## config.mk

```make
export PLATFORM = sky130hd
export DESIGN_NAME = approx_mac_top
export DESIGN_NICKNAME = d
export VERILOG_FILES = /design/src/arith_pkg.sv /design/src/mac_pkg.sv /design/src/approx_mac_top.sv /design/src/mac_ctrl.sv /design/src/mac_accum.sv /design/src/approx_mul8.sv /design/src/nr_mul.sv /design/src/loa_adder.sv
export SDC_FILE = /design/constraint.sdc
export NUM_CORES = 1
export LEC_CHECK = 0
export CORE_ASPECT_RATIO = 2
export CORE_MARGIN = 2
export CORE_UTILIZATION = 45
export CTS_CLUSTER_SIZE = 16
export DETAILED_ROUTE_END_ITERATION = 8
export DONT_BUFFER_PORTS = 1
export GPL_TIMING_DRIVEN = 0
export PLACE_DENSITY = 0.64
export SYNTH_ARGS = -nofsm -noshare
export SYNTH_HDL_FRONTEND = slang
export SYNTH_SLANG_ARGS = --single-unit
```

## constraint.sdc

```tcl
create_clock -name clk -period 5.32 [get_ports clk]
set_clock_uncertainty 0.2 [all_clocks]
set_input_delay 1.064 -clock clk [delete_from_list [all_inputs] [get_ports clk]]
set_output_delay 1.064 -clock clk [all_outputs]
set_load 0.1 [all_outputs]
```

## src/arith_pkg.sv

```systemverilog
`default_nettype none

package arith_pkg;

    // accumulator width, wide enough for 256 full-scale products.
    localparam int ACC_W = 24;

    // multiplier operand.
    typedef logic [7:0] operand_t;

    // approximate product of two operands.
    typedef logic [15:0] product_t;

    // running sum.
    typedef logic [ACC_W-1:0] acc_t;

endpackage

`default_nettype wire
```

## src/mac_pkg.sv

```systemverilog
`default_nettype none

package mac_pkg;

    // one job as handed over by the requester.
    typedef struct packed {
        arith_pkg::operand_t a;
        arith_pkg::operand_t b;
        logic                clear;
    } mac_req_t;

    // result returned while ack is high.
    typedef struct packed {
        arith_pkg::product_t product;
        arith_pkg::acc_t     acc;
        logic                sat;
    } mac_rsp_t;

    // job sequencing in mac_ctrl.
    typedef enum logic [1:0] {
        IDLE,
        MUL,
        ACC,
        DONE
    } ctrl_state_t;

endpackage

`default_nettype wire

```

## src/approx_mac_top.sv

```systemverilog
`timescale 1ns/1ps
`default_nettype none

module approx_mac_top #(
    parameter bit ACC_SAT_EN = 1'b1
) (
    input  logic              clk,
    input  logic              rst_n,
    input  logic              req,
    input  mac_pkg::mac_req_t req_data,
    output logic              ack,
    output mac_pkg::mac_rsp_t rsp_data
);

    arith_pkg::operand_t a;
    arith_pkg::operand_t b;
    arith_pkg::product_t product;
    arith_pkg::product_t prod;
    arith_pkg::acc_t     acc;
    logic                clear;
    logic                acc_load;
    logic                sat;

    mac_ctrl i_ctrl (
        .clk      (clk),
        .rst_n    (rst_n),
        .req      (req),
        .req_data (req_data),
        .product  (product),
        .acc      (acc),
        .sat      (sat),
        .ack      (ack),
        .a        (a),
        .b        (b),
        .clear    (clear),
        .acc_load (acc_load),
        .prod     (prod),
        .rsp_data (rsp_data)
    );

    approx_mul8 i_mul (.a(a), .b(b), .p(product));

    mac_accum #(.ACC_SAT_EN(ACC_SAT_EN)) i_accum (
        .clk      (clk),
        .rst_n    (rst_n),
        .acc_load (acc_load),
        .clear    (clear),
        .product  (prod),
        .acc      (acc),
        .sat      (sat)
    );

endmodule

`default_nettype wire

```

## src/mac_ctrl.sv

```systemverilog
`timescale 1ns/1ps
`default_nettype none

module mac_ctrl (
    input  logic                clk,
    input  logic                rst_n,
    input  logic                req,
    input  mac_pkg::mac_req_t   req_data,
    input  arith_pkg::product_t product,
    input  arith_pkg::acc_t     acc,
    input  logic                sat,
    output logic                ack,
    output arith_pkg::operand_t a,
    output arith_pkg::operand_t b,
    output logic                clear,
    output logic                acc_load,
    output arith_pkg::product_t prod,
    output mac_pkg::mac_rsp_t   rsp_data
);

    mac_pkg::ctrl_state_t state;
    mac_pkg::ctrl_state_t state_next;
    mac_pkg::mac_req_t    op_q;
    logic                 op_load;
    logic                 prod_load;

    // new job only from idle with the previous ack gone.
    assign op_load   = (state == mac_pkg::IDLE) && req && !ack;
    assign prod_load = (state == mac_pkg::MUL);
    assign acc_load  = (state == mac_pkg::ACC);

    always_comb begin
        state_next = state;
        case (state)
            mac_pkg::IDLE: if (op_load) state_next = mac_pkg::MUL;
            mac_pkg::MUL:  state_next = mac_pkg::ACC;
            mac_pkg::ACC:  state_next = mac_pkg::DONE;
            mac_pkg::DONE: if (!req) state_next = mac_pkg::IDLE;
            default:       state_next = mac_pkg::IDLE;
        endcase
    end

    always_ff @(posedge clk) begin
        if (!rst_n) begin
            state <= mac_pkg::IDLE;
            ack   <= 1'b0;
        end else begin
            state <= state_next;
            if (acc_load) begin
                ack <= 1'b1;
            end else if (state == mac_pkg::DONE && !req) begin
                ack <= 1'b0;
            end
        end
    end

    always_ff @(posedge clk) begin
        if (op_load) begin
            op_q <= req_data;
        end
        if (prod_load) begin
            prod <= product;
        end
    end

    assign a     = op_q.a;
    assign b     = op_q.b;
    assign clear = op_q.clear;

    // held steady through back-pressure, nothing loads in DONE.
    assign rsp_data = '{product: prod, acc: acc, sat: sat};

    a_ack_needs_req: assert property (@(posedge clk) disable iff (!rst_n)
        $rose(ack) |-> $past(req));

    a_req_data_stable: assert property (@(posedge clk) disable iff (!rst_n)
        (req && !ack) ##1 (req && !ack) |-> $stable(req_data));

    a_acc_load_pulse: assert property (@(posedge clk) disable iff (!rst_n)
        acc_load |=> !acc_load);

endmodule

`default_nettype wire

```

## src/mac_accum.sv

```systemverilog
`timescale 1ns/1ps
`default_nettype none

module mac_accum #(
    parameter bit ACC_SAT_EN = 1'b1
) (
    input  logic                clk,
    input  logic                rst_n,
    input  logic                acc_load,
    input  logic                clear,
    input  arith_pkg::product_t product,
    output arith_pkg::acc_t     acc,
    output logic                sat
);

    localparam int PROD_W = $bits(arith_pkg::product_t);

    logic [arith_pkg::ACC_W-1:0] prod_ext;
    logic [arith_pkg::ACC_W:0]   sum;
    logic                        ovf;

    assign prod_ext = {{(arith_pkg::ACC_W - PROD_W){1'b0}}, product};
    assign sum      = {1'b0, acc} + {1'b0, prod_ext};
    assign ovf      = sum[arith_pkg::ACC_W];

    always_ff @(posedge clk) begin
        if (!rst_n) begin
            acc <= '0;
            sat <= 1'b0;
        end else if (acc_load) begin
            if (clear) begin
                acc <= prod_ext;
                sat <= 1'b0;
            end else begin
                if (ovf && ACC_SAT_EN) begin
                    acc <= '1;
                end else begin
                    acc <= sum[arith_pkg::ACC_W-1:0];
                end
                // sticky until the next clear.
                sat <= sat | ovf;
            end
        end
    end

    a_sat_monotonic: assert property (@(posedge clk) disable iff (!rst_n)
        (ACC_SAT_EN && acc_load && !clear) |=> (acc >= $past(acc)));

endmodule

`default_nettype wire

```

## src/approx_mul8.sv

```systemverilog
`timescale 1ns/1ps
`default_nettype none

// 8x8 recursive approximate multiplier, 6/2 split.
module approx_mul8 (
    input  arith_pkg::operand_t a,
    input  arith_pkg::operand_t b,
    output arith_pkg::product_t p
);

    logic [5:0]  a_h;
    logic [5:0]  b_h;
    logic [1:0]  a_l;
    logic [1:0]  b_l;
    logic [11:0] p_hh;
    logic [7:0]  p_hl;
    logic [7:0]  p_lh;
    logic [3:0]  p_ll;
    logic [8:0]  sum_mid;
    logic [13:0] op_hi;
    logic [14:0] sum_hi;

    assign a_h = a[7:2];
    assign b_h = b[7:2];
    assign a_l = a[1:0];
    assign b_l = b[1:0];

    rr_6x6 i_m_hh (.a(a_h), .b(b_h), .p(p_hh));

    nr_mul #(.WA(6), .WB(2)) i_m_hl (.x(a_h), .y(b_l), .p(p_hl));
    nr_mul #(.WA(2), .WB(6)) i_m_lh (.x(a_l), .y(b_h), .p(p_lh));
    nr_mul #(.WA(2), .WB(2)) i_m_ll (.x(a_l), .y(b_l), .p(p_ll));

    loa_adder #(.W(8), .K(0)) i_add_mid (.x(p_hl), .y(p_lh), .s(sum_mid));

    assign op_hi = {p_hh, p_ll[3:2]};

    loa_adder #(.W(14), .K(5)) i_add_hi (
        .x(op_hi),
        .y({5'b0, sum_mid}),
        .s(sum_hi)
    );

    // top carry is always zero, the approximate sum never exceeds the exact one.
    assign p = {sum_hi[13:0], p_ll[1:0]};

endmodule

// 6x6 stage, 3/3 split.
module rr_6x6 (
    input  logic [5:0]  a,
    input  logic [5:0]  b,
    output logic [11:0] p
);

    logic [5:0] p_hh;
    logic [5:0] p_hl;
    logic [5:0] p_lh;
    logic [5:0] p_ll;
    logic [6:0] sum_mid;
    logic [8:0] op_hi;
    logic [9:0] sum_hi;

    rr_3x3_hi i_m_hh (.a(a[5:3]), .b(b[5:3]), .p(p_hh));

    nr_mul #(.WA(3), .WB(3)) i_m_hl (.x(a[5:3]), .y(b[2:0]), .p(p_hl));
    nr_mul #(.WA(3), .WB(3)) i_m_lh (.x(a[2:0]), .y(b[5:3]), .p(p_lh));

    rr_3x3_lo i_m_ll (.a(a[2:0]), .b(b[2:0]), .p(p_ll));

    loa_adder #(.W(6), .K(0)) i_add_mid (.x(p_hl), .y(p_lh), .s(sum_mid));

    assign op_hi = {p_hh, p_ll[5:3]};

    loa_adder #(.W(9), .K(2)) i_add_hi (
        .x(op_hi),
        .y({2'b00, sum_mid}),
        .s(sum_hi)
    );

    assign p = {sum_hi[8:0], p_ll[2:0]};

endmodule

// 3x3 stage for the high operand halves, 1/2 split.
module rr_3x3_hi (
    input  logic [2:0] a,
    input  logic [2:0] b,
    output logic [5:0] p
);

    logic [1:0] p_hh;
    logic [2:0] p_hl;
    logic [2:0] p_lh;
    logic [3:0] p_ll;
    logic [2:0] sum_mid;
    logic [2:0] op_hi;
    logic [3:0] sum_hi;

    nr_mul #(.WA(1), .WB(1)) i_m_hh (.x(a[2]),   .y(b[2]),   .p(p_hh));
    nr_mul #(.WA(1), .WB(2)) i_m_hl (.x(a[2]),   .y(b[1:0]), .p(p_hl));
    nr_mul #(.WA(2), .WB(1)) i_m_lh (.x(a[1:0]), .y(b[2]),   .p(p_lh));
    nr_mul #(.WA(2), .WB(2)) i_m_ll (.x(a[1:0]), .y(b[1:0]), .p(p_ll));

    // 1x2 products never exceed 3.
    loa_adder #(.W(2), .K(0)) i_add_mid (
        .x(p_hl[1:0]),
        .y(p_lh[1:0]),
        .s(sum_mid)
    );

    assign op_hi = {p_hh[0], p_ll[3:2]};

    loa_adder #(.W(3), .K(0)) i_add_hi (.x(op_hi), .y(sum_mid), .s(sum_hi));

    assign p = {sum_hi, p_ll[1:0]};

endmodule

// 3x3 stage for the low operand halves, 2/1 split.
module rr_3x3_lo (
    input  logic [2:0] a,
    input  logic [2:0] b,
    output logic [5:0] p
);

    logic [3:0] p_hh;
    logic [2:0] p_hl;
    logic [2:0] p_lh;
    logic [1:0] p_ll;
    logic [2:0] sum_mid;
    logic [4:0] op_hi;
    logic [5:0] sum_hi;

    nr_mul #(.WA(2), .WB(2)) i_m_hh (.x(a[2:1]), .y(b[2:1]), .p(p_hh));
    nr_mul #(.WA(2), .WB(1)) i_m_hl (.x(a[2:1]), .y(b[0]),   .p(p_hl));
    nr_mul #(.WA(1), .WB(2)) i_m_lh (.x(a[0]),   .y(b[2:1]), .p(p_lh));
    nr_mul #(.WA(1), .WB(1)) i_m_ll (.x(a[0]),   .y(b[0]),   .p(p_ll));

    loa_adder #(.W(2), .K(0)) i_add_mid (
        .x(p_hl[1:0]),
        .y(p_lh[1:0]),
        .s(sum_mid)
    );

    // no upper bits from the 1x1 product, zero pad.
    assign op_hi = {p_hh, 1'b0};

    loa_adder #(.W(5), .K(2)) i_add_hi (
        .x(op_hi),
        .y({2'b00, sum_mid}),
        .s(sum_hi)
    );

    assign p = {sum_hi[4:0], p_ll[0]};

endmodule

`default_nettype wire

```

## src/nr_mul.sv

```systemverilog
`timescale 1ns/1ps
`default_nettype none

// exact unsigned multiplier for the small sub-products.
module nr_mul #(
    parameter int WA = 2,
    parameter int WB = 2
) (
    input  logic [WA-1:0]    x,
    input  logic [WB-1:0]    y,
    output logic [WA+WB-1:0] p
);

    logic [WA+WB-1:0] x_ext;
    logic [WA+WB-1:0] y_ext;

    assign x_ext = {{WB{1'b0}}, x};
    assign y_ext = {{WA{1'b0}}, y};

    assign p = x_ext * y_ext;

endmodule

`default_nettype wire

```

## src/loa_adder.sv

```systemverilog
`timescale 1ns/1ps
`default_nettype none

// lower-part-OR adder.
// the lowest K bits are a plain OR and produce no carry, the rest is an exact sum.
module loa_adder #(
    parameter int W = 8,
    parameter int K = 0
) (
    input  logic [W-1:0] x,
    input  logic [W-1:0] y,
    output logic [W:0]   s
);

    if (K > 0) begin : g_lower_or
        assign s[K-1:0] = x[K-1:0] | y[K-1:0];
    end

    // upper part, carry-in is zero by construction.
    assign s[W:K] = {1'b0, x[W-1:K]} + {1'b0, y[W-1:K]};

endmodule

`default_nettype wire

```

## Word-level counts from Yosys, hierarchy flattened

Cells that the tools add are included.
W data, S select, Z words.

| operators by class | value |
|---|---|
| reductions and logical operators | 8 |
| bitwise gates (word level) | 4 |
| mux-type cells | 8 |
| $mul | 13 |
| equality and inequality tests | 5 |
| $add $sub $neg | 9 |

Operators with widths:

| operator | count |
|---|---|
| $mux W24 | 2 |
| $add A24 B16 Y25 | 1 |
| $mul A2 B2 Y4 | 3 |
| $mul A3 B3 Y6 | 2 |
| $add A8 B8 Y9 | 1 |
| $add A9 B4 Y9 | 1 |
| $mul A2 B6 Y8 | 1 |
| $mul A6 B2 Y8 | 1 |
| $pmux W2 S4 | 1 |
| $add A6 B6 Y7 | 1 |
| $add A7 B5 Y7 | 1 |
| $add A2 B2 Y3 | 2 |
| $or A5 B5 Y5 | 1 |
| $add A3 B3 Y4 | 1 |
| $eq A2 B2 Y1 const B | 2 |
| $mul A1 B2 Y2 | 2 |
| $mul A2 B1 Y2 | 2 |
| $mux W2 | 2 |
| $or A2 B2 Y2 | 2 |
| $add A3 B1 Y3 | 1 |
| $logic_and A1 B1 Y1 | 3 |
| $mux W1 | 3 |
| $eq A2 B1 Y1 const B | 1 |
| $logic_not A1 Y1 | 2 |
| 7 further kinds | 8 |

| word-level totals | value |
|---|---|
| output and inout port bits | 42 |
| word-level logic and storage cells | 55 |
| input bits | 20 |
| register bits after elaboration | 61 |

## Logic depth before layout (Yosys ltp)

Gate-level depths: netlist of the first run.

| depth | value |
|---|---|
| depth after elaboration | 5 |
| depth in mapped cells | 18 |
| mapped depth without buffers | 18 |

## Modules after synthesis

A second synthesis of the first run with hierarchy kept.

| unflattened totals | value |
|---|---|
| cell total of the unflattened synthesis | 723 |
| area total of the unflattened synthesis | 6401.1 sq um |

Modules (own cells, without submodules):

| module | area an instance (sq um) | sequential area each (sq um) | cells each | instances |
|---|---|---|---|---|
| mac_accum | 2103.3 | 500.5 | 263 | 1 |
| mac_ctrl | 1508.9 | 1051.0 | 97 | 1 |
| nr_mul at i_mul.i_m_hl ... | 274.0 | 0.0 | 38 | 2 |
| nr_mul at i_mul.i_m_hh.i_m_hl ... | 196.4 | 0.0 | 24 | 2 |
| loa_adder at i_mul.i_add_hi | 385.4 | 0.0 | 47 | 1 |
| loa_adder at i_mul.i_add_mid | 324.1 | 0.0 | 42 | 1 |
| loa_adder at i_mul.i_m_hh.i_add_hi | 299.0 | 0.0 | 39 | 1 |
| loa_adder at i_mul.i_m_hh.i_add_mid | 242.7 | 0.0 | 28 | 1 |
| nr_mul at i_mul.i_m_hh.i_m_hh.i_m_ll ... | 50.0 | 0.0 | 6 | 3 |
| loa_adder at i_mul.i_m_hh.i_m_ll.i_add_hi | 107.6 | 0.0 | 14 | 1 |
| loa_adder at i_mul.i_m_hh.i_m_hh.i_add_mid ... | 51.3 | 0.0 | 7 | 2 |
| loa_adder at i_mul.i_m_hh.i_m_hh.i_add_hi | 95.1 | 0.0 | 12 | 1 |
| nr_mul at i_mul.i_m_hh.i_m_hh.i_m_hl ... | 23.8 | 0.0 | 4 | 4 |
| nr_mul at i_mul.i_m_hh.i_m_hh.i_m_hh ... | 17.5 | 0.0 | 3 | 2 |
| +3 rows | - | - | - | - |

## Worst setup path before layout of the first run

OpenSTA, ideal clock, no wires.

| timing path | value |
|---|---|
| path type | register to register |
| from | reg i_ctrl.op_q (netlist bit i_ctrl.a[5]) |
| to | reg i_ctrl.prod[15] (data pin) |
| stages on the path, launching flop included | 17 |
| data required time | 4.856 ns |
| arrival time | 4.360 ns |
| buffers on the path | 0 |
| library setup time | 0.264 ns |
| period minus slack after synthesis | 4.824 ns |
| slack | 0.496 ns |
| cells stage by stage | edfxtp_1 and2_1 fa_1 inv_1 fa_1 inv_1 fa_1 ha_1 inv_1 fa_1 fa_1 inv_1 ha_1 a21oi_1 nand3b_1 nor4_1 xnor2_1 |

| on the way | value |
|---|---|
| word-level cells in the longest chain between the ends | 5 |
| elaborated cells on any way between the ends | 11 |
| those cells by class | 6 x add/sub; 4 x mul; 1 x bitwise |

Ends and longest elaborated chain:

| what | line | source |
|---|---|---|
| start, declared | mac_ctrl.sv:23 | `mac_pkg::mac_req_t op_q;` |
| start signal, assigned | mac_ctrl.sv:59 | `op_q <= req_data;` |
| $mul A2 B1 Y2 | nr_mul.sv:20 | `assign p = x_ext * y_ext;` |
| $add A2 B2 Y3 | loa_adder.sv:20 | `assign s[W:K] = {1'b0, x[W-1:K]} + {1'b0, y[W-1:K]};` |
| $add A3 B3 Y4 | loa_adder.sv:20 |  |
| $add A7 B5 Y7 | loa_adder.sv:20 |  |
| $add A9 B4 Y9 * | loa_adder.sv:20 |  |
| named net i_ctrl.product[15] | mac_ctrl.sv:9 | `input arith_pkg::product_t product,` |
| end signal, assigned | mac_ctrl.sv:62 | `prod <= product;` |
| end, declared | mac_ctrl.sv:17 | `output arith_pkg::product_t prod,` |

Mark *: on every way through the listed nets, which the timed path passes. The rest lies on a longest branch.
A chain may end at the register's enable or synchronous reset.

## Worst setup path after layout of the first run

| timing path | value |
|---|---|
| from | reg i_ctrl.op_q (netlist bit i_ctrl.b[4]) |
| to | reg i_ctrl.prod[15] (data pin) |

| on the way | value |
|---|---|
| word-level cells in the longest chain between the ends | 5 |
| elaborated cells on any way between the ends | 11 |
| those cells by class | 6 x add/sub; 4 x mul; 1 x bitwise |

Ends and longest elaborated chain:

| what | line |
|---|---|
| $mul A1 B2 Y2 | nr_mul.sv:20 |
| $add A2 B2 Y3 | loa_adder.sv:20 |
| $add A3 B1 Y3 | loa_adder.sv:20 |
| $add A7 B5 Y7 or $or A2 B2 Y2 (tied branches) | loa_adder.sv:20, loa_adder.sv:16 |
| $add A9 B4 Y9 * | loa_adder.sv:20 |
| named net i_ctrl.product[15] | mac_ctrl.sv:9 |

Marked as above.

==> flow_metrics.env, run 1 <==
export IMPL_outcome="complete, no violations"
export IMPL_min_delay_start="i_accum.sat"
export IMPL_fin_crit_sh_pct=95.5
export IMPL_htree_num_levels=3
export IMPL_crit_path_end_kind="flip-flop"
export IMPL_synth_edf_count=33
export IMPL_cts_buffer_depth=2
export IMPL_grt_use_total_pct=21.2
export IMPL_max_freq_mhz=197
export IMPL_remaining_drc_errors=0
export IMPL_wl_per_cell_um=18.1
export IMPL_ys_seq_elements=61
export IMPL_worst_r2r_setup_slack_ps=240
export IMPL_tightest_slew_ps=1120
export IMPL_die_h_um=156
export IMPL_rsz0062_at_grt="false"
export IMPL_cp_required_ps=5210
export IMPL_vias_per_cell=5.79
export IMPL_hold_path_class="flip-flop to flip-flop"
export IMPL_post_cts_buffers=0
export IMPL_slowest_stage="fa_1"
export IMPL_post_place_cells=685
export IMPL_slew_headroom_pct=25.0
export IMPL_synthCells=543
export IMPL_period_minus_slack_ps=5080
export IMPL_grt_pass1_wl_um=20300
export IMPL_yosysUniqueCellTypes=55
export IMPL_synth_avg_cell_area_sq_um=9.58
export IMPL_holdWs_ps=300
export IMPL_r2r_start="i_ctrl.b[4]"
export IMPL_arrival_ps=4970
export IMPL_gp_congestion=0.938
export IMPL_io_pin_count=62
export IMPL_r2r_cells=16
export IMPL_synth_top_area_cell="edfxtp_1"
export IMPL_num_vias=4062
export IMPL_crit_type="flip-flop to flip-flop"
export IMPL_slew_viol_final=0
export IMPL_antenna_left=0
export IMPL_syn_area_sq_um=5200
export IMPL_final_cell_count_no_fill=701
export IMPL_cts_tree="built"
export IMPL_post_cts_resize_count=0
export IMPL_grt_start_max_net_pins=18
export IMPL_globalRouteOverflowTotal=0
export IMPL_wl_um=12700
export IMPL_r2r_end="i_ctrl.prod[15]"
export IMPL_yosys_top_cells_area="edfxtp_1 19%, ha_1 14%, dfxtp_1 11%"
export IMPL_ys_seq_area_share_pct=29.8
export IMPL_cts_root_buffer="clkbuf_16"
export IMPL_antennaDiodeCount=0
export IMPL_dr_pass1_iters=4
export IMPL_die_w_um=80.0
export IMPL_path_common_cell="fa_1"
export IMPL_drv_cap=0
export IMPL_num_fill_cells=1061
export IMPL_drtIter0Drc=91
export IMPL_ys_flop_type="edfxtp_1"
export IMPL_area_growth_pct=8.73
export IMPL_grt_antenna_before_repair=0
export IMPL_slowest_delay_ps=550
export IMPL_yosysWarningCount=0
export IMPL_synth_top_cell_area_share_pct=19.0
export IMPL_nets=662
export IMPL_port_buffers=0
export IMPL_mappedNetlistNets=651
export IMPL_initial_utilization_pct=46.1
export IMPL_worstSetupStartpointType="flip-flop"
export IMPL_cts_sinks=61
export IMPL_crit_end="i_ctrl.prod[15]"
export IMPL_core_area_sq_um=11300
export IMPL_setup_violations=0
export IMPL_clkSlewWorstSetupHoldPaths_ps=60
export IMPL_grt_pass1_vias=4308
export IMPL_setup_tns_ps=0
export IMPL_hpwl_um=10100
export IMPL_insertion_delay_ps=340
export IMPL_hold_buffers=0
export IMPL_critical_path_cell_chain="and2_1 > fa_1 > inv_1 > fa_1 > inv_1 > fa_1 > ha_1 > inv_1 > fa_1 > fa_1 > inv_1 > ha_1 > a21oi_1 > nand3b_1 > nor4_2 > xnor2_1"
export IMPL_row_count=55
export IMPL_hold_viol=0
export IMPL_die_area_sq_um=12500
export IMPL_cts_made_buffers=9
export IMPL_drive_gt1_share_pct=5.90
export IMPL_synthArstFlopShare_pct=0
export IMPL_critPathLaunch="i_ctrl.b[4]"
export IMPL_cp_max_fo=8
[final cells by class]
cell class | count | area [sq um] | area share, %
clock buffer | 9 | 225 | 3.98
clock inverter | 7 | 42.5 | 0.752
inverter | 49 | 184 | 3.25
tap | 142 | 178 | 3.14
sequential | 61 | 1550 | 27.4
buffer | 8 | 35.0 | 0.619
multi-input combinational | 425 | 3440 | 60.8
[per-layer routing]
layer	routed length, um	GRT usage (%)	share of wire, %
met2	7370	42.5	58
met1	4240	18.4	34
met4	505	10.6	4.0
met5	0	0	0
met3	541	5.15	4.3
[how the worst min path moves through the flow]
stage                  end  slack [ps]  depth (start not counted)
3_3_place_gp   i_accum.sat         250                          2
3_5_place_dp   i_accum.sat         290                          2
4_1_cts        i_accum.sat         310                          2
5_1_grt        i_accum.sat         310                          2
2_1_floorplan  i_accum.sat         240                          2
6_report       i_accum.sat         300                          2
[registers in the layout (all words and copies together) (netlist names)]
signal,cells
i_ctrl.a,8
i_ctrl.clear,1
i_ctrl.b,8
i_accum.acc,24
i_ctrl.prod,16
i_accum.sat,1
i_ctrl.state,2
i_ctrl.ack,1
[layout by cell type, fill, tap and decap left out, types with 21 or more instances in the layout]
cell type	count
inv_1	49
o21ai_0	21
nand2_1	38
dfxtp_1	28
edfxtp_1	33
nor2_1	21
a21o_1	21
a21oi_1	45
and2_1	45
fa_1	28
ha_1	60
[synthesized netlist by cell type (4+ instances only)]
library cell and n:
o21a_1 4, dfxtp_1 28, or2_2 7, and2_1 45, nor3_1 9, nor2b_1 7, nand3_1 5, and4_1 7
fa_1 28, o21ai_0 21, and3_1 9, a211oi_1 6, edfxtp_1 33, o211ai_1 4, nand2_1 38, ha_1 60
nor2_1 22, a21oi_1 45, inv_1 49, clkbuf_1 6, xor2_1 11, nand4_1 4, o21bai_1 13, nand2b_1 5
a21o_1 21, xnor2_1 19
[cell families after synthesis]
logic type,synth area share (%)
simple gates,17.0
compound gates,18.5
fa+ha+maj,25.2
flops,29.8
buf+inv,4.21
xor+xnor,5.05
mux,0.192
[stage by stage]
step	cell area [sq um]	utilization (%)	setup slack (ps)
2_1_floorplan	5200	-	496
3_3_place_gp	5380	47.7	213
3_5_place_dp	5380	47.7	171
4_1_cts	5650	50.1	146
5_1_grt	5660	50.1	17.7
6_report	5660	50.1	237
[worst max-delay path: cells and delay by family (launching register included)]
family	cells	cell delay (ps)
fa+ha+maj	7	3050
simple gates	3	660
flops	1	520
buf+inv	4	190
compound gates	1	100
xor+xnor	1	100
Power of run 1 is left out: the tool's default activity adds up to more than one toggle a clock period on the data nets, which glitch-free logic cannot reach.
==> run 2, diff against run 1 <==
--- a/config.mk
+++ b/config.mk
@@ -11,8 +11,7 @@
 export CTS_CLUSTER_SIZE = 16
 export DETAILED_ROUTE_END_ITERATION = 8
 export DONT_BUFFER_PORTS = 1
-export GPL_TIMING_DRIVEN = 0
-export PLACE_DENSITY = 0.64
+export PLACE_DENSITY = 0.65
 export SYNTH_ARGS = -nofsm -noshare
 export SYNTH_HDL_FRONTEND = slang
 export SYNTH_SLANG_ARGS = --single-unit
==> constraint.sdc (replaced) <==
create_clock -name clk -period 6 [get_ports clk]
set_clock_uncertainty 0.2 [all_clocks]
set_input_delay 1.2 -clock clk [delete_from_list [all_inputs] [get_ports clk]]
set_output_delay 1.2 -clock clk [all_outputs]
set_load 0.1 [all_outputs]
==> run 2 against run 1 <==
Global-route usage rose by 0.54 points. Worst setup slack improved by 690 ps. Via count fell by 0.74%. Maximum frequency rose by 0.23%. Sequential share of layout area barely moved. Highest routed layer unchanged. Flip-flop and latch count did not move. Non-clock buffer count fell by 7. Register-to-register slack improved by 690 ps. Clock-buffer cell count rose by 1. Cell count fell by 1.0%. Critical path depth did not move. Die area did not move.
==> flow_metrics.env, run 2 (synthesis results as in run 1) <==
export IMPL_arrival_ps=4950
export IMPL_worst_r2r_setup_slack_ps=930
export IMPL_nets=655
export IMPL_outcome="complete, no violations"
export IMPL_die_w_um=80.0
export IMPL_die_area_sq_um=12500
export IMPL_cts_sinks=61
export IMPL_final_cell_mix="60 x ha_1, 49 x inv_1, 45 x and2_1, 45 x a21oi_1, 38 x nand2_1"
export IMPL_post_dp_cell_area_sq_um=5350
export IMPL_post_cts_buffers=0
export IMPL_path_common_cell="fa_1"
export IMPL_slowest_stage="fa_1"
export IMPL_hold_path_class="flip-flop to flip-flop"
export IMPL_wl_met2_um=7410
export IMPL_cts_root_buffer="clkbuf_16"
export IMPL_largest_reg_flops=24
export IMPL_dr_pass1_iters=5
export IMPL_initial_utilization_pct=46.1
export IMPL_num_fill_cells=1071
export IMPL_min_delay_start="i_ctrl.state[0]"
export IMPL_area_growth_pct=8.54
export IMPL_cts_made_buffers=9
export IMPL_grt_pass1_wl_um=20400
export IMPL_post_cts_resize_count=0
export IMPL_largestRegisters="i_accum.acc x24, i_ctrl.prod x16"
export IMPL_wl_um=12800
export IMPL_cp_required_ps=5880
export IMPL_tightest_slew_ps=1130
export IMPL_htree_num_levels=3
export IMPL_slew_viol_final=0
export IMPL_cts_buffer_depth=2
export IMPL_die_h_um=156
export IMPL_drtIter0Drc=143
export IMPL_antennaDiodeCount=0
export IMPL_slew_headroom_pct=24.3
export IMPL_hold_buffers=0
export IMPL_critPathLaunch="i_ctrl.b[3]"
export IMPL_globalRouteOverflowTotal=0
export IMPL_crit_path_end_kind="flip-flop"
export IMPL_drv_cap=0
export IMPL_setup_violations=0
export IMPL_grt_antenna_before_repair=0
export IMPL_setup_tns_ps=0
export IMPL_top_layer="met4"
export IMPL_hold_viol=0
export IMPL_critical_path_cell_chain="and2_1 > fa_1 > inv_1 > fa_1 > inv_1 > fa_1 > ha_1 > inv_1 > fa_1 > fa_1 > inv_1 > ha_1 > a21oi_1 > nand3b_1 > nor4_1 > xnor2_1"
export IMPL_wl_met3_um=667
export IMPL_grt_pass1_vias=4116
export IMPL_r2r_start="i_ctrl.b[3]"
export IMPL_num_vias=4032
export IMPL_row_count=55
export IMPL_final_area_sq_um=5650
export IMPL_port_buffers=0
export IMPL_clkSlewWorstSetupHoldPaths_ps=60
export IMPL_core_area_sq_um=11300
export IMPL_hpwl_um=10300
export IMPL_grt_use_total_pct=21.8
export IMPL_layout_commonest_cell="ha_1"
export IMPL_worstSetupStartpointType="flip-flop"
export IMPL_fin_crit_sh_pct=84.5
export IMPL_period_minus_slack_ps=5070
export IMPL_slowest_delay_ps=550
export IMPL_wl_per_cell_um=18.4
export IMPL_drive_gt1_share_pct=5.62
export IMPL_remaining_drc_errors=0
export IMPL_rsz0062_at_grt="false"
export IMPL_io_pin_count=62
export IMPL_insertion_delay_ps=340
export IMPL_cp_max_fo=8
export IMPL_max_freq_mhz=197
export IMPL_grt_start_max_net_pins=18
export IMPL_vias_per_cell=5.81
export IMPL_max_flop_register="i_accum.acc"
export IMPL_cts_tree="built"
export IMPL_wl_met1_um=4150
export IMPL_antenna_left=0
export IMPL_crit_type="flip-flop to flip-flop"
export IMPL_gp_congestion=0.981
run 2: stage by stage:
step           hold WS [ps]  cells  setup WS (ps)  utilization, %
2_1_floorplan           238    543           1180               -
3_3_place_gp            330    678           1020            47.4
3_5_place_dp            340    678            897            47.4
4_1_cts                 352    694            898            50.0
5_1_grt                 370    694            667            50.0
6_report                357    694            929            50.0
run 2: cell type report:
type / count / area [sq um] / share of cell area (%)
repair buffers: 1 / 7.51 / 0.133
inverters: 49 / 184 / 3.26
clock buffers: 10 / 250 / 4.43
well taps: 142 / 178 / 3.15
clock inverters: 6 / 43.8 / 0.776
multi-input cells: 425 / 3430 / 60.8
flip-flops and latches: 61 / 1550 / 27.5
run 2: worst max-delay path, delay by kind of cell, from the launching register on:
| family | cells | cell delay [ps] |
|---|---|---|
| DFF | 1 | 500 |
| and+or+nand+nor | 3 | 690 |
| buffers and inverters | 4 | 200 |
| adders and majority gates | 7 | 3020 |
| xor gates and xnor gates | 1 | 100 |
| AOI/OAI and AO/OA | 1 | 100 |
run 2: final timing paths:
path,to,depth (start not counted)
max,i_ctrl.prod[15],16
min,i_ctrl.state[0],2
max reg2reg,i_ctrl.prod[15],16
min reg2reg,i_ctrl.state[0],2
run 2: layer usage:
| metal | GRT usage, % | vias up |
|---|---|---|
| li1 | - | 1931 |
| met1 | 19.1 | 1916 |
| met2 | 43.1 | 147 |
| met3 | 5.38 | 38 |
| met4 | 11.2 | 0 |
| met5 | 0 | - |
Power of run 2 is left out for the same reason.
==> run 3, diff against run 2 <==
--- a/config.mk
+++ b/config.mk
@@ -11,7 +11,7 @@
 export CTS_CLUSTER_SIZE = 16
 export DETAILED_ROUTE_END_ITERATION = 8
 export DONT_BUFFER_PORTS = 1
-export PLACE_DENSITY = 0.65
+export PLACE_DENSITY = 0.67
 export SYNTH_ARGS = -nofsm -noshare
 export SYNTH_HDL_FRONTEND = slang
 export SYNTH_SLANG_ARGS = --single-unit
==> constraint.sdc (replaced) <==
create_clock -name clk -period 4.14 [get_ports clk]
set_clock_uncertainty 0.2 [all_clocks]
set_input_delay 0.828 -clock clk [delete_from_list [all_inputs] [get_ports clk]]
set_output_delay 0.828 -clock clk [all_outputs]
set_load 0.1 [all_outputs]
==> run 3 against run 2 <==
The flow now finishes with violations (negative setup slack). Register-to-register slack worse by 1600 ps. First-iteration DRC count grew 4.9%. Critical endpoint unchanged. Maximum frequency rose by 6.5%. Critical path type unchanged. Highest routed layer unchanged. Routed wire length grew 7.8%.
==> flow_metrics.env, run 3 (synthesis results as in run 1) <==
export IMPL_hold_path_class="flip-flop to flip-flop"
export IMPL_cts_buffer_depth=2
export IMPL_vias_per_cell=5.70
export IMPL_dr_pass1_iters=4
export IMPL_fin_crit_sh_pct=115
export IMPL_die_w_um=80.0
export IMPL_grt_pass1_vias=4835
export IMPL_max_flop_register="i_accum.acc"
export IMPL_insertion_delay_ps=330
export IMPL_tightest_slew_ps=978
export IMPL_busiest_layer="met2"
export IMPL_setup_violations=6
export IMPL_grt_use_met3_pct=3.76
export IMPL_outcome="finished, violations left"
export IMPL_largestRegisters="i_accum.acc x24, i_ctrl.prod x16"
export IMPL_fin_ws_ps=-621
export IMPL_crit_path_end_kind="flip-flop"
export IMPL_grtUsageMet2_pct=47.4
export IMPL_final_area_sq_um=6390
export IMPL_hold_buffers=0
export IMPL_max_freq_mhz=210
export IMPL_cp_required_ps=4020
export IMPL_num_fill_cells=989
export IMPL_htree_num_levels=3
export IMPL_drtIter0Drc=150
export IMPL_die_area_sq_um=12500
export IMPL_min_delay_start="i_ctrl.state[0]"
export IMPL_wl_um=13800
export IMPL_hpwl_um=11000
export IMPL_row_count=55
export IMPL_remaining_drc_errors=0
export IMPL_drive_gt1_share_pct=21.1
export IMPL_antennaDiodeCount=0
export IMPL_grt_antenna_before_repair=0
export IMPL_period_minus_slack_ps=4760
export IMPL_slew_viol_final=0
export IMPL_core_area_sq_um=11300
export IMPL_initial_utilization_pct=46.1
export IMPL_grt_start_max_net_pins=18
export IMPL_cts_root_buffer="clkbuf_16"
export IMPL_cts_tree="built"
export IMPL_cp_max_fo=2
export IMPL_layout_commonest_cell="buf_4"
export IMPL_globalRouteMet1Util_pct=17.4
export IMPL_drv_cap=0
export IMPL_num_vias=4398
export IMPL_port_buffers=0
export IMPL_final_cell_mix="71 x buf_4, 57 x ha_1, 44 x inv_1"
export IMPL_wl_per_cell_um=17.8
export IMPL_slew_headroom_pct=34.7
export IMPL_area_growth_pct=22.8
export IMPL_die_h_um=156
export IMPL_cts_sinks=61
export IMPL_violations="negative setup slack"
export IMPL_largest_reg_flops=24
export IMPL_arrival_ps=4640
export IMPL_antenna_left=0
export IMPL_crit_type="flip-flop to flip-flop"
export IMPL_worst_r2r_setup_slack_ps=-620
export IMPL_grt_pass1_wl_um=21600
export IMPL_post_dp_cell_area_sq_um=5950
export IMPL_post_place_ws_ps=-633
export IMPL_worstSetupStartpointType="flip-flop"
export IMPL_globalRouteOverflowTotal=0
export IMPL_rsz0062_at_grt="true"
export IMPL_io_pin_count=62
export IMPL_critPathLaunch="i_ctrl.b[3]"
export IMPL_nets=733
export IMPL_cts_made_buffers=9
export IMPL_holdWs_ps=352
export IMPL_grt_use_total_pct=23.0
export IMPL_clkSlewWorstSetupHoldPaths_ps=60
export IMPL_gp_congestion=0.962
export IMPL_r2r_start="i_ctrl.b[3]"
export IMPL_hold_viol=0
export IMPL_fin_util_pct=56.6
run 3: cell types whose count changed in the layout (fill, tap and decap cells not counted), sizes merged:
| cell | previous run | this run |
|---|---|---|
| buf | 1 | 79 |
| clkbuf | 10 | 13 |
| clkinvlp | 2 | 0 |
| inv | 51 | 50 |
run 3: worst paths after layout:
check                     to  cells past startpoint
max          i_ctrl.prod[15]                     17
min          i_ctrl.state[0]                      2
max reg2reg  i_ctrl.prod[15]                     17
min reg2reg  i_ctrl.state[0]                      2
run 3: area by class of cell:
class	count	area [sq um]	share of cell area [%]
clock inverter	3	15.0	0.235
clock buffer	13	282	4.41
sequential	61	1550	24.3
timing repair buffer	79	623	9.76
inverter	49	184	2.88
tap	142	178	2.78
multi-input combinational	425	3550	55.6
run 3: worst max-delay path: stages (launching register included):
cell,delay [ps]
edfxtp_1,400
and2_1,190
fa_1,520
inv_2,40
fa_1,470
inv_1,50
fa_1,480
ha_2,180
inv_2,40
fa_2,340
xnor2_1,130
ha_1,310
nor2b_1,150
o21a_1,200
or2_4,260
xnor2_1,140
nor4_2,300
xnor2_1,90
run 3: what timing repair did:
item | 4_1_cts | 5_1_grt
setup buffers | 3 | 4
pin swaps | 19 | 16
setup endpoints to repair | 7 | 8
hold endpoints to repair | 0 | 0
gates resized for setup | 10 | 14
run 3: layer usage:
metal,vias up,part of all wire [%]
li1,2082,-
met1,2125,30
met2,140,60
met3,51,4.2
met4,0,5.7
met5,-,0
run 3: through the flow:
| stage | std cells | TNS (ps) |
|---|---|---|
| detailed placement | 750 | -2710 |
| global route | 772 | -3780 |
| finish | 772 | -2600 |
| global placement | 750 | -2130 |
| floorplan | 543 | -1820 |
| CTS | 769 | -2380 |
Power of run 3 is left out for the same reason.
